<file path="src/design/frontend_pkg.sv">
package frontend_pkg;

    // Bus and datapath widths
    localparam int phys_addr_width = 20;
    localparam int word_width = 16;
    localparam int byte_width = 8;

    // Prefetch FIFO sizing
    localparam int fifo_depth = 6;
    localparam int fifo_nearly_full = 5;
    localparam int fifo_ptr_width = $clog2(fifo_depth);
    localparam int fifo_count_width = $clog2(fifo_depth + 1);

    // Redirect target
    typedef struct packed {
        logic [word_width-1:0] cs;
        logic [word_width-1:0] ip;
    } cs_ip_t;

    // Push from the fetch stage
    typedef struct packed {
        logic valid;
        logic [byte_width-1:0] data;
    } fifo_wr_t;

    // FIFO head as seen by the reader
    typedef struct packed {
        logic empty;
        logic [byte_width-1:0] data;
    } fifo_rd_t;

    // Immediate reader result
    typedef struct packed {
        logic complete;
        logic [word_width-1:0] value;
    } immed_result_t;

endpackage
</file>
<file path="src/design/prefetch_frontend.sv">
`timescale 1ns/1ns

module prefetch_frontend (
    input  logic clk,
    input  logic arst_n,
    input  logic load_new_ip,
    input  frontend_pkg::cs_ip_t new_target,
    input  logic [frontend_pkg::word_width-1:0] instr_m_data_in,
    input  logic instr_m_ack,
    input  logic immed_start,
    input  logic immed_is_8bit,
    output logic [frontend_pkg::phys_addr_width-1:1] instr_m_addr,
    output logic instr_m_access,
    output logic busy,
    output frontend_pkg::immed_result_t result
);
    import frontend_pkg::*;

    fifo_wr_t fifo_wr;
    fifo_rd_t fifo_rd;
    logic fifo_flush;
    logic fifo_nearly_full_level;
    logic fifo_rd_en;

    prefetch_fetch u_fetch (
        .clk                    (clk),
        .arst_n                 (arst_n),
        .load_new_ip            (load_new_ip),
        .new_target             (new_target),
        .fifo_nearly_full_level (fifo_nearly_full_level),
        .instr_m_data_in        (instr_m_data_in),
        .instr_m_ack            (instr_m_ack),
        .instr_m_addr           (instr_m_addr),
        .instr_m_access         (instr_m_access),
        .fifo_wr                (fifo_wr),
        .fifo_flush             (fifo_flush)
    );

    byte_fifo u_fifo (
        .clk         (clk),
        .arst_n      (arst_n),
        .flush       (fifo_flush),
        .wr          (fifo_wr),
        .rd_en       (fifo_rd_en),
        .rd          (fifo_rd),
        .nearly_full (fifo_nearly_full_level)
    );

    immediate_reader u_reader (
        .clk        (clk),
        .arst_n     (arst_n),
        .start      (immed_start),
        .is_8bit    (immed_is_8bit),
        .fifo_rd    (fifo_rd),
        .fifo_rd_en (fifo_rd_en),
        .busy       (busy),
        .result     (result)
    );

endmodule

</file>
<file path="src/design/immediate_reader.sv">
`timescale 1ns/1ns

module immediate_reader (
    input  logic clk,
    input  logic arst_n,
    input  logic start,
    input  logic is_8bit,
    input  frontend_pkg::fifo_rd_t fifo_rd,
    output logic fifo_rd_en,
    output logic busy,
    output frontend_pkg::immed_result_t result
);
    import frontend_pkg::*;

    logic need_two;
    logic have_low;
    logic complete;
    logic [word_width-1:0] value;
    logic last_byte;

    // Pop whenever a byte is waiting and bytes are still owed
    assign fifo_rd_en = busy && !fifo_rd.empty;
    assign last_byte = fifo_rd_en && (have_low || !need_two);

    assign result.complete = complete;
    assign result.value = value;

    always_ff @(posedge clk or negedge arst_n) begin
        if (!arst_n) begin
            busy <= 1'b0;
            need_two <= 1'b0;
            have_low <= 1'b0;
            complete <= 1'b0;
        end else begin
            complete <= 1'b0;
            if (start) begin
                busy <= 1'b1;
                need_two <= !is_8bit;
                have_low <= 1'b0;
            end else if (last_byte) begin
                busy <= 1'b0;
                complete <= 1'b1;
            end else if (fifo_rd_en) begin
                have_low <= 1'b1;
            end
        end
    end

    // Little endian, first byte low and upper byte zeroed
    always_ff @(posedge clk) begin
        if (fifo_rd_en) begin
            if (have_low) begin
                value[word_width-1:byte_width] <= fifo_rd.data;
            end else begin
                value <= {{(word_width - byte_width){1'b0}}, fifo_rd.data};
            end
        end
    end

endmodule

</file>
<file path="src/design/byte_fifo.sv">
`timescale 1ns/1ns

module byte_fifo (
    input  logic clk,
    input  logic arst_n,
    input  logic flush,
    input  frontend_pkg::fifo_wr_t wr,
    input  logic rd_en,
    output frontend_pkg::fifo_rd_t rd,
    output logic nearly_full
);
    import frontend_pkg::*;

    logic [byte_width-1:0] mem [fifo_depth];
    logic [fifo_ptr_width-1:0] rd_ptr;
    logic [fifo_ptr_width-1:0] wr_ptr;
    logic [fifo_count_width-1:0] count;
    logic do_push;
    logic do_pop;

    assign do_pop = rd_en && (count != '0);
    // A pop in the same cycle frees a slot for the push
    assign do_push = wr.valid && ((count != fifo_count_width'(fifo_depth)) || do_pop);

    assign rd.empty = (count == '0);
    assign rd.data = mem[rd_ptr];
    assign nearly_full = (count >= fifo_count_width'(fifo_nearly_full));

    always_ff @(posedge clk or negedge arst_n) begin
        if (!arst_n) begin
            rd_ptr <= '0;
            wr_ptr <= '0;
            count <= '0;
        end else if (flush) begin
            rd_ptr <= '0;
            wr_ptr <= '0;
            count <= '0;
        end else begin
            if (do_push) begin
                wr_ptr <= (wr_ptr == fifo_ptr_width'(fifo_depth - 1)) ? '0 : wr_ptr + 1'b1;
            end
            if (do_pop) begin
                rd_ptr <= (rd_ptr == fifo_ptr_width'(fifo_depth - 1)) ? '0 : rd_ptr + 1'b1;
            end
            if (do_push && !do_pop) begin
                count <= count + 1'b1;
            end else if (do_pop && !do_push) begin
                count <= count - 1'b1;
            end
        end
    end

    always_ff @(posedge clk) begin
        if (do_push && !flush) begin
            mem[wr_ptr] <= wr.data;
        end
    end

endmodule

</file>
<file path="src/design/prefetch_fetch.sv">
`timescale 1ns/1ns

module prefetch_fetch (
    input  logic clk,
    input  logic arst_n,
    input  logic load_new_ip,
    input  frontend_pkg::cs_ip_t new_target,
    input  logic fifo_nearly_full_level,
    input  logic [frontend_pkg::word_width-1:0] instr_m_data_in,
    input  logic instr_m_ack,
    output logic [frontend_pkg::phys_addr_width-1:1] instr_m_addr,
    output logic instr_m_access,
    output frontend_pkg::fifo_wr_t fifo_wr,
    output logic fifo_flush
);
    import frontend_pkg::*;

    cs_ip_t cs_ip;
    logic access_pending;
    logic discard;
    logic word_valid;
    logic [word_width-1:0] word_q;
    logic [phys_addr_width-1:0] phys_addr;
    logic start_access;
    logic take_word;

    // Segment times 16 plus offset, wraps at 1 MiB
    assign phys_addr = {cs_ip.cs, 4'b0000} + {4'b0000, cs_ip.ip};

    assign start_access = !access_pending && !word_valid &&
                          !fifo_nearly_full_level && !load_new_ip;

    // Returned data is dropped if a redirect hit before or during the ack
    assign take_word = access_pending && instr_m_ack && !discard && !load_new_ip;

    assign instr_m_access = access_pending;
    assign fifo_flush = load_new_ip;

    // IP parity selects the byte, so an odd IP skips the low byte
    assign fifo_wr.valid = word_valid;
    assign fifo_wr.data = cs_ip.ip[0] ? word_q[word_width-1:byte_width] :
                                        word_q[byte_width-1:0];

    always_ff @(posedge clk or negedge arst_n) begin
        if (!arst_n) begin
            cs_ip <= '0;
            access_pending <= 1'b0;
            discard <= 1'b0;
            word_valid <= 1'b0;
        end else begin
            if (load_new_ip) begin
                cs_ip <= new_target;
                word_valid <= 1'b0;
            end else if (word_valid) begin
                cs_ip.ip <= cs_ip.ip + 1'b1;
                // High byte is always the last of a word
                if (cs_ip.ip[0]) begin
                    word_valid <= 1'b0;
                end
            end else if (take_word) begin
                word_valid <= 1'b1;
            end

            if (access_pending) begin
                if (instr_m_ack) begin
                    access_pending <= 1'b0;
                    discard <= 1'b0;
                end else if (load_new_ip) begin
                    discard <= 1'b1;
                end
            end else if (start_access) begin
                access_pending <= 1'b1;
            end
        end
    end

    // Address held stable from access start until ack
    always_ff @(posedge clk) begin
        if (start_access) begin
            instr_m_addr <= phys_addr[phys_addr_width-1:1];
        end
        if (take_word) begin
            word_q <= instr_m_data_in;
        end
    end

endmodule

</file>
<file path="config.mk">
export PLATFORM = sky130hd
export DESIGN_NAME = prefetch_frontend
export DESIGN_NICKNAME = d
export VERILOG_FILES = /design/src/design/frontend_pkg.sv /design/src/design/prefetch_frontend.sv /design/src/design/immediate_reader.sv /design/src/design/byte_fifo.sv /design/src/design/prefetch_fetch.sv
export SDC_FILE = /design/constraint.sdc
export NUM_CORES = 1
export LEC_CHECK = 0
export ABC_AREA = 1
export BUFFER_PORTS_ARGS = -buffer_cell sky130_fd_sc_hd__clkbuf_2
export CAP_MARGIN = 30
export CORE_MARGIN = 3
export CORE_UTILIZATION = 60
export CTS_CLUSTER_SIZE = 25
export DETAILED_ROUTE_END_ITERATION = 12
export GPL_ROUTABILITY_DRIVEN = 0
export PLACE_DENSITY = 0.93
export SYNTH_ARGS = -nofsm -noshare
export SYNTH_HDL_FRONTEND = slang
export SYNTH_SLANG_ARGS = --single-unit
</file>
<file path="constraint.sdc">
create_clock -name clk -period 5.8 [get_ports clk]
set_input_delay 0.58 -clock clk [delete_from_list [all_inputs] [get_ports clk]]
set_output_delay 0.58 -clock clk [all_outputs]
set_load 0.005 [all_outputs]
</file>
==> run_results.csv, run 1 <==
group,metric,value,unit
synth,avgSynthCellArea,10.05,µm²
synth,synth_top_family_by_area,"simple AND/OR/NAND/NOR gates",
synth,async_reset_ff_share,32.65,%
clocking,clock-sinks,147,
placement,pre_cts_ws,3.233,ns
synth,synthTopCellsByArea,"edfxtp_1 44%, dfrtp_1 18%, nand2_1 11%",
floorplanning,io_pins,92,
synth,synth-seq-area-share,61.27,%
synth,synth_top_area_share,43.64,%
drt,drc,0,
drt,ant_nets,0,
cells_and_area,fill_cells,734,
clocking,cts_tree,"yes",
synth,synthTopCellsByCount,"206 x nand2_1, 99 x edfxtp_1, 56 x inv_1, 55 x nor2_1, 48 x dfrtp_1",
synth,yosysTopAreaCell,"edfxtp_1",
setup_path,cp-end-kind,"register",
setup_path,arrival,2.31,ns
cells_and_area,area_growth,16.71,%
global_route,grt_pass1_vias,5300,
sta,tightest_slew,0.7624,ns
sta,skew,0.009596,ns
synth,ys_seq_elements,147,
sta,rsz0062_at_grt,"false",
cells_and_area,stdcell_count,928,
sta,finalSetupViolations,0,
placement,dp.cells,895,
setup_path,critPathMaxFanout,43,
sta,hold_viol,0,
clocking,cts_root_buf,"clkbuf_16",
floorplanning,start_util,62.03,%
setup_path,rr_endpoint,"u_fetch.instr_m_addr[19]",
cells_and_area,antennaDiodeCount,0,
setup_path,cp-startpoint,"load_new_ip",
drt,dr.pass1.iters,6,
global_route,grt_start_max_net_pins,49,
setup_path,crit_type,"in2reg",
synth,ys.flop_type,"edfxtp_1",
drt,routed_wl,15720,µm
clocking,cts_max_level,4,
global_route,grt_antenna_before_repair,0,
clocking,cts_buffers,17,
clocking,cts.clk_slew.worst_paths,0.06,ns
pwr,p_leak,3.567,nW
synth,synth_compound_area_share,6.410,%
drt,vias,5347,
drt,drt_iter0_drc,568,
sta,fin_tns_setup,0,ns
clocking,post_cts_buffers,0,
sta,layout_setup_ws,3.594,ns
synth,syn_area,6813,µm²
synth,syn_nets,747,
setup_path,crit_required,5.90,ns
setup_path,start_kind,"input pin",
sta,period_minus_slack,2.206,ns
drt,post_drt_wl_per_cell,16.94,µm
global_route,grt_overflow_total,0,
clocking,postCtsResizedCells,0,
synth,synth_cells,678,
job,maxCapViolations,0,
placement,portBuffers,91,
synth,yosysWarnings,0,
clocking,clk_path_buf_depth,2,
sta,slew_violations,0,
sta,max_freq,453.4,MHz
pwr,power_density,418.4,nW/µm²
clocking,clock_latency,0.43,ns
placement,hpwlAfterDp,11000,µm
floorplanning,coreArea,10980,µm²
floorplanning,rows,38,
global_route,grt_pass1_wl,25510,µm
setup_path,r2r_start,"u_fetch.word_valid",
cells_and_area,layout-drive-gt1-share,20.18,%
clocking,ctsHoldBuffers,0,
floorplanning,die-width,112.6,µm
setup_path,r2r_slack,3.63,ns
drt,routed_via_density,5.762,
pwr,ir_worst_vdd,0.2750,mV
synth,synth-xor-area-share,2.057,%
outcome,status,"completed",
floorplanning,die_area,12670,µm²
synth,yosysUniqueCellTypes,42,
worst_hold_path,hold_path.class,"in2async",
sta,finalCritPeriodShare,38.03,%
global_route,grt_use_total,25.83,%
synth,yosys.area_share.simple,21.82,%
setup_path,rr_worst_depth,4,
synth,synth_fa_ha_area_share,2.975,%
synth,yosysMostFrequentCell,"nand2_1",
synth,synthMuxAreaShare,0.1469,%
pwr,finalPower,0.003327,W
cells_and_area,layout.nets,844,
synth,synth-edff-count,99,
sta,maxSlewHeadroom,49.12,%
floorplanning,dieHeight,112.6,µm
[metal layers]
metal / global-route usage (%) / wire length [µm] / vias up
li1: - / - / 2458
met1: 33.28 / 6217 / 2472
met2: 41.15 / 7522 / 346
met3: 5.553 / 1321 / 71
met4: 13.94 / 655 / 0
met5: 0 / 0 / -
[cell families (layout without fill, tap and decap cells)]
group	count (synthesis)	after routing
xor gates and xnor gates	16	16
AOI/OAI and AO/OA	73	73
and+or+nand+nor	342	342
buffers and inverters	84	194
adders and majority gates	15	15
DFF	147	147
muxes	1	1
[state kept, by name, indices dropped and copies added, names as in the netlist, 3 cells and up]
name	cells
u_fifo.wr_ptr	3
u_fetch.instr_m_addr	19
u_fetch.cs_ip	32
u_fifo.mem	48
u_fifo.rd_ptr	3
u_fifo.count	3
u_fetch.word_q	16
u_reader.value	16
[through the flow]
stage | util (%) | instance area [µm²] | hold slack, ns
after floorplan | - | 6813 | 0.2844
after global placement | 66.95 | 7353 | 0.4611
after detailed placement | 67.05 | 7365 | 0.4698
after CTS | 72.33 | 7944 | 0.2757
after global routing | 72.40 | 7951 | 0.3157
final | 72.40 | 7951 | 0.2594
[area by class of cell]
cell class              instances  area, µm²  share of cell area, %
well taps                     140      175.2                  2.203
clock inverters                12      132.6                  1.668
repair buffers                 96      496.7                  6.247
flip-flops and latches        147       4174                  52.49
inverters                      66      250.2                  3.147
clock buffers                  20      446.7                  5.618
multi-input cells             447       2276                  28.62
[how the worst max path moves through the flow]
stage	to	slack (ns)	depth (start not counted)
2_1_floorplan	u_fetch.instr_m_addr[10]	3.54	4
3_3_place_gp	u_fetch.instr_m_addr[19]	3.38	6
3_5_place_dp	u_fifo.mem[4][2]	3.23	5
4_1_cts	u_fifo.mem[4][5]	3.52	6
5_1_grt	u_fetch.instr_m_addr[19]	3.53	6
6_report	u_fetch.instr_m_addr[19]	3.59	6
[cells in the final DEF (no fill, tap or decap), types with 2 or more instances in the layout]
cell type / instances
o21ai_1: 8
bufinv_16: 2
clkbuf_1: 2
inv_2: 6
nor2_1: 55
nand3_1: 40
clkinv_4: 2
clkinv_2: 3
clkbuf_16: 17
nor3_2: 4
dfrtp_1: 48
o21ai_2: 3
nor2_2: 5
nand2_1: 206
o21ai_0: 24
clkinv_1: 3
nand2_2: 4
a21oi_1: 21
edfxtp_1: 99
a22oi_1: 9
xor2_1: 13
fa_1: 2
ha_1: 13
buf_4: 3
clkinvlp_4: 3
clkbuf_2: 91
nand4_1: 14
nor3_1: 7
inv_1: 56
a21oi_4: 2
xnor2_1: 3
inv_6: 2
[worst max-delay path, cell delays in order]
cell and delay [ns]:
clkbuf_2 0.08, buf_4 0.28, nor2_2 0.57, o21ai_0 0.29, nor2_1 0.18, buf_4 0.31
[power by group]
part           internal (W)  switching [W]  leakage [nW]
Sequential          0.00134       0.000124          1.51
Clock              0.000645       0.000426         0.277
Combinational      0.000265       0.000522          1.78
No activity file was read; power rests on OpenSTA's default activity.
==> inputs of run 2 (changes only) <==
Settings changed: CORE_UTILIZATION 60 to 58, PLACE_DENSITY 0.93 to 0.9.
Clock period 5.8 ns to 2.26 ns, I/O delays scaled along.
==> run_results.csv, run 2 (synthesis gave the netlist of run 1 again) <==
group,metric,value,unit
outcome,status,"completed",
global_route,grt_pass1_vias,5452,
drt,post_drt_wl_per_cell,16.16,µm
floorplanning,coreArea,11170,µm²
cells_and_area,fill_cells,704,
setup_path,arrival,2.31,ns
job,maxCapViolations,0,
sta,maxSlewHeadroom,51.03,%
drt,ant_nets,0,
clocking,cts_buffers,17,
setup_path,cp_common_cell,"nand2_1",
sta,whs,0.01412,ns
worst_hold_path,hold_path.class,"in2reg",
cells_and_area,final_cell_mix,"206 x nand2_1, 99 x edfxtp_1, 91 x clkbuf_2",
cells_and_area,top_register,"u_fifo.mem",
floorplanning,start_util,60.97,%
setup_path,crit_type,"reg2reg",
drt,routed_via_density,5.626,
sta,finalSetupViolations,0,
setup_path,max_stage_delay,0.45,ns
clocking,cts_max_level,4,
setup_path,path_cells,"ha_1 -> inv_1 -> fa_1 -> o21ai_2 -> nand2_1 -> nand2_2 -> nand2_1 -> nand3_1 -> nand2_1",
clocking,clock_latency,0.43,ns
sta,slew_violations,0,
sta,tightest_slew,0.7319,ns
drt,dr.pass1.iters,6,
setup_path,start_kind,"register",
setup_path,critPathMaxFanout,5,
floorplanning,die-width,114.4,µm
sta,skew,0.01309,ns
clocking,cts.clk_slew.worst_paths,0.06,ns
clocking,clock-sinks,147,
setup_path,cp_slowest_cell,"dfrtp_1",
sta,hold_viol,0,
drt,drt_iter0_drc,604,
cells_and_area,layout-drive-gt1-share,20.39,%
sta,period_minus_slack,2.126,ns
floorplanning,io_pins,92,
sta,rsz0062_at_grt,"false",
cells_and_area,reg_top3,"u_fifo.mem x48, u_fetch.cs_ip x32, u_fetch.instr_m_addr x19",
sta,finalCritPeriodShare,94.07,%
cells_and_area,antennaDiodeCount,0,
drt,drc,0,
global_route,grt_start_max_net_pins,28,
floorplanning,dieHeight,114.4,µm
pwr,p_leak,3.722,nW
placement,portBuffers,91,
drt,routed_wl,15500,µm
global_route,grt_overflow_total,0,
global_route,grt_pass1_wl,25740,µm
setup_path,crit_required,2.44,ns
cells_and_area,largest_reg_flops,48,
clocking,post_cts_buffers,0,
clocking,cts_root_buf,"clkbuf_16",
global_route,grt_antenna_before_repair,0,
clocking,clk_path_buf_depth,2,
sta,max_freq,470.4,MHz
cells_and_area,area_growth,21.54,%
pwr,power_density,1056,nW/µm²
floorplanning,die_area,13080,µm²
pwr,ir_worst_vdd,0.9219,mV
drt,vias,5395,
cells_and_area,final_common_cell,"nand2_1",
setup_path,cp-end-kind,"register",
clocking,cts_tree,"yes",
cells_and_area,layout.nets,875,
sta,fin_tns_setup,0,ns
floorplanning,rows,38,
placement,hpwlAfterDp,10490,µm
global_route,grt_use_total,25.47,%
-- run 2: cell count changes in the layout (fill, tap and decap cells not counted), sizes merged --
cell / previous run / this run
buf: 4 / 13
clkbuf: 112 / 113
dlygate4sd3: 0 / 23
clkinv: 8 / 5
bufinv: 2 / 3
-- run 2: what timing repair did --
item | 4_1_cts | 5_1_grt
endpoints found under the hold margin | 71 | 0
endpoints found under the setup margin | 0 | 0
hold buffers | 23 | 0
gates resized for setup | 0 | 0
-- run 2: worst max-delay path: cells and delay by family, from the launching register on --
kind / cells / cell delay [ns]
buffers and inverters: 1 / 0.08
adders and majority gates: 2 / 0.67
DFF: 1 / 0.45
and+or+nand+nor: 5 / 0.47
AOI/OAI and AO/OA: 1 / 0.23
-- run 2: worst paths after layout --
kind | from | endpoint | slack [ns] | cells past startpoint
setup / recovery | u_fetch.cs_ip[4] | u_fetch.instr_m_addr[12] | 0.13 | 9
hold / removal | new_target[30] | u_fetch.cs_ip[30] | 0.01 | 3
setup reg to reg | u_fetch.cs_ip[4] | u_fetch.instr_m_addr[12] | 0.13 | 9
hold reg to reg | u_fetch.cs_ip[26] | u_fetch.cs_ip[26] | 0.49 | 2
max in group asynchronous | arst_n | u_fifo.rd_ptr[2] | 1.63 | 3
min in group asynchronous | arst_n | u_fetch.cs_ip[10] | 0.33 | 3
-- run 2: metal layers --
layer / vias to the layer above / track usage, % / routed length (µm) / share of wire (%)
li1: 2525 / - / - / -
met1: 2536 / 31.65 / 6240 / 40
met2: 284 / 42.49 / 7655 / 49
met3: 50 / 6.342 / 1194 / 7.7
met4: 0 / 10.93 / 410 / 2.6
met5: - / 0 / 0 / 0
-- run 2: power breakdown --
group          total (W)  internal, W  leakage, nW  switching (W)
clock            0.00293      0.00183        0.294        0.00110
combinational    0.00206     0.000718         1.92        0.00134
sequential       0.00375      0.00345         1.51       0.000300
total            0.00875      0.00600         3.72        0.00274
-- run 2: metrics by stage --
stage / instance area [µm²] / setup WS (ns) / std cells / total power (W) / util (%)
after floorplan: 6813 / 0.2648 / 678 / 0.005066 / -
after global placement: 7428 / 0.2995 / 904 / 0.005637 / 66.48
after detailed placement: 7428 / 0.2227 / 904 / 0.005771 / 66.48
after CTS: 8280 / 0.1655 / 959 / 0.008750 / 74.11
after global routing: 8280 / 0.03069 / 959 / 0.009192 / 74.11
final: 8280 / 0.1340 / 959 / 0.008746 / 74.11
-- run 2: cell type report --
cell class	count	area (µm²)	area share, %
Inverter	66	250.2	3.022
Timing Repair Buffer	127	783.3	9.459
Multi-Input combinational cell	447	2276	27.49
Clock buffer	22	474.2	5.727
Sequential cell	147	4174	50.41
Clock inverter	10	147.6	1.783
Tap cell	140	175.2	2.115
==> inputs of run 3 (changes only) <==
Settings changed: CORE_UTILIZATION 58 to 60, PLACE_DENSITY 0.9 to 0.93.
Clock period 2.26 ns to 2.55 ns, I/O delays scaled along.
==> run_results.csv, run 3 (synthesis gave the netlist of run 1 again) <==
group,metric,value,unit
worst_hold_path,hold_path.class,"in2reg",
sta,tightest_slew,0.7513,ns
global_route,grt_antenna_before_repair,0,
cells_and_area,layout-drive-gt1-share,20.18,%
floorplanning,dieHeight,112.6,µm
sta,hold_viol,0,
drt,drc,0,
placement,portBuffers,91,
floorplanning,coreArea,10980,µm²
cells_and_area,reg_top3,"u_fifo.mem x48, u_fetch.cs_ip x32, u_fetch.instr_m_addr x19",
drt,dr.pass1.iters,5,
job,maxCapViolations,0,
floorplanning,start_util,62.03,%
sta,period_minus_slack,2.174,ns
clocking,clk_path_buf_depth,2,
global_route,grt_start_max_net_pins,49,
clocking,cts_buffers,17,
floorplanning,die-width,112.6,µm
cells_and_area,top_register,"u_fifo.mem",
clocking,cts_root_buf,"clkbuf_16",
outcome,status,"completed",
clocking,clock_latency,0.43,ns
drt,vias,5294,
global_route,grt_pass1_vias,5277,
floorplanning,die_area,12670,µm²
global_route,grt_use_total,25.37,%
global_route,grt_pass1_wl,25300,µm
cells_and_area,largest_reg_flops,48,
cells_and_area,antennaDiodeCount,0,
sta,finalSetupViolations,0,
drt,post_drt_wl_per_cell,16.51,µm
sta,max_freq,460.0,MHz
floorplanning,rows,38,
setup_path,crit_type,"reg2reg",
setup_path,arrival,2.35,ns
setup_path,cp_slowest_cell,"dfrtp_1",
clocking,clock-sinks,147,
sta,skew,0.01308,ns
drt,routed_via_density,5.644,
placement,hpwlAfterDp,10340,µm
setup_path,cp_common_cell,"nand2_1",
floorplanning,io_pins,92,
global_route,grt_overflow_total,0,
drt,drt_iter0_drc,399,
setup_path,critPathMaxFanout,5,
pwr,finalPower,0.007596,W
clocking,cts.clk_slew.worst_paths,0.06,ns
setup_path,start_kind,"register",
sta,rsz0062_at_grt,"false",
clocking,cts_max_level,4,
cells_and_area,area_growth,18.29,%
drt,routed_wl,15490,µm
setup_path,crit_required,2.72,ns
cells_and_area,final_cell_mix,"206 x nand2_1, 99 x edfxtp_1, 91 x clkbuf_2",
cells_and_area,layout.nets,855,
sta,fin_tns_setup,0,ns
setup_path,path_cells,"ha_1 -> inv_1 -> fa_1 -> o21ai_2 -> nand2_1 -> nand2_2 -> nand2_1 -> nand3_1 -> nand2_1",
drt,ant_nets,0,
sta,finalCritPeriodShare,85.24,%
setup_path,cp-end-kind,"register",
clocking,cts_tree,"yes",
setup_path,max_stage_delay,0.45,ns
sta,maxSlewHeadroom,49.86,%
pwr,p_leak,3.618,nW
sta,slew_violations,0,
cells_and_area,fill_cells,712,
pwr,ir_worst_vdd,0.5957,mV
pwr,power_density,942.6,nW/µm²
cells_and_area,final_common_cell,"nand2_1",
==> run 3: where the power goes <==
part	leakage (nW)	internal [W]	total (W)	switching, W
sequential	1.51	0.00306	0.00333	0.000274
combinational	1.83	0.000614	0.00180	0.00119
clock	0.282	0.00145	0.00246	0.00101
==> run 3: critical path: cells and delay by family (launching register included) <==
family,cells,cell delay (ns)
flip-flops,1,0.45
AO/OA/AOI/OAI,1,0.27
AND/OR/NAND/NOR,5,0.46
adder cells (fa/ha/maj),2,0.68
buffers and inverters,1,0.08
==> run 3: repair_timing <==
action                    in CTS  in global routing
hold endpoints to repair      57                  0
gates resized for setup        0                  0
hold buffers                  10                  0
buffers inserted               0                  0
==> run 3: metrics by stage <==
step | std cells | util [%] | area (µm²) | hold WS, ns | setup slack, ns
6_report | 938 | 73.38 | 8059 | 0.01583 | 0.3763
3_3_place_gp | 897 | 67.16 | 7376 | 0.3924 | 0.6112
3_5_place_dp | 897 | 67.16 | 7376 | 0.4029 | 0.4559
2_1_floorplan | 678 | - | 6813 | -0.04059 | 0.5548
5_1_grt | 938 | 73.38 | 8059 | 0.0003741 | 0.3079
4_1_cts | 938 | 73.38 | 8059 | 0.0008709 | 0.4220
==> run 3: area by class of cell <==
class | count | area [µm²] | share of cell area, %
timing repair buffer | 107 | 600.6 | 7.452
clock buffer | 17 | 425.4 | 5.279
multi-input combinational | 447 | 2276 | 28.24
sequential | 147 | 4174 | 51.79
clock inverter | 14 | 157.7 | 1.956
inverter | 66 | 250.2 | 3.105
tap | 140 | 175.2 | 2.174
==> run 3: path summary, 6_finish.rpt <==
check / startpoint / cells after the start / slack [ns] / to
max reg2reg: u_fetch.cs_ip[4] / 9 / 0.38 / u_fetch.instr_m_addr[12]
min in group asynchronous: arst_n / 3 / 0.48 / u_fetch.cs_ip[26]
min reg2reg: u_fetch.cs_ip[24] / 2 / 0.49 / u_fetch.cs_ip[24]
max in group asynchronous: arst_n / 3 / 1.64 / u_fetch.discard
max: u_fetch.cs_ip[4] / 9 / 0.38 / u_fetch.instr_m_addr[12]
min: instr_m_data_in[12] / 1 / 0.02 / u_fetch.word_q[12]
==> run 3: layer usage <==
| layer | part of all wire, % | global-route usage, % |
|---|---|---|
| met1 | 40 | 31.76 |
| met2 | 49 | 41.82 |
| met3 | 7.2 | 5.445 |
| met4 | 3.3 | 12.82 |
| met5 | 0 | 0 |
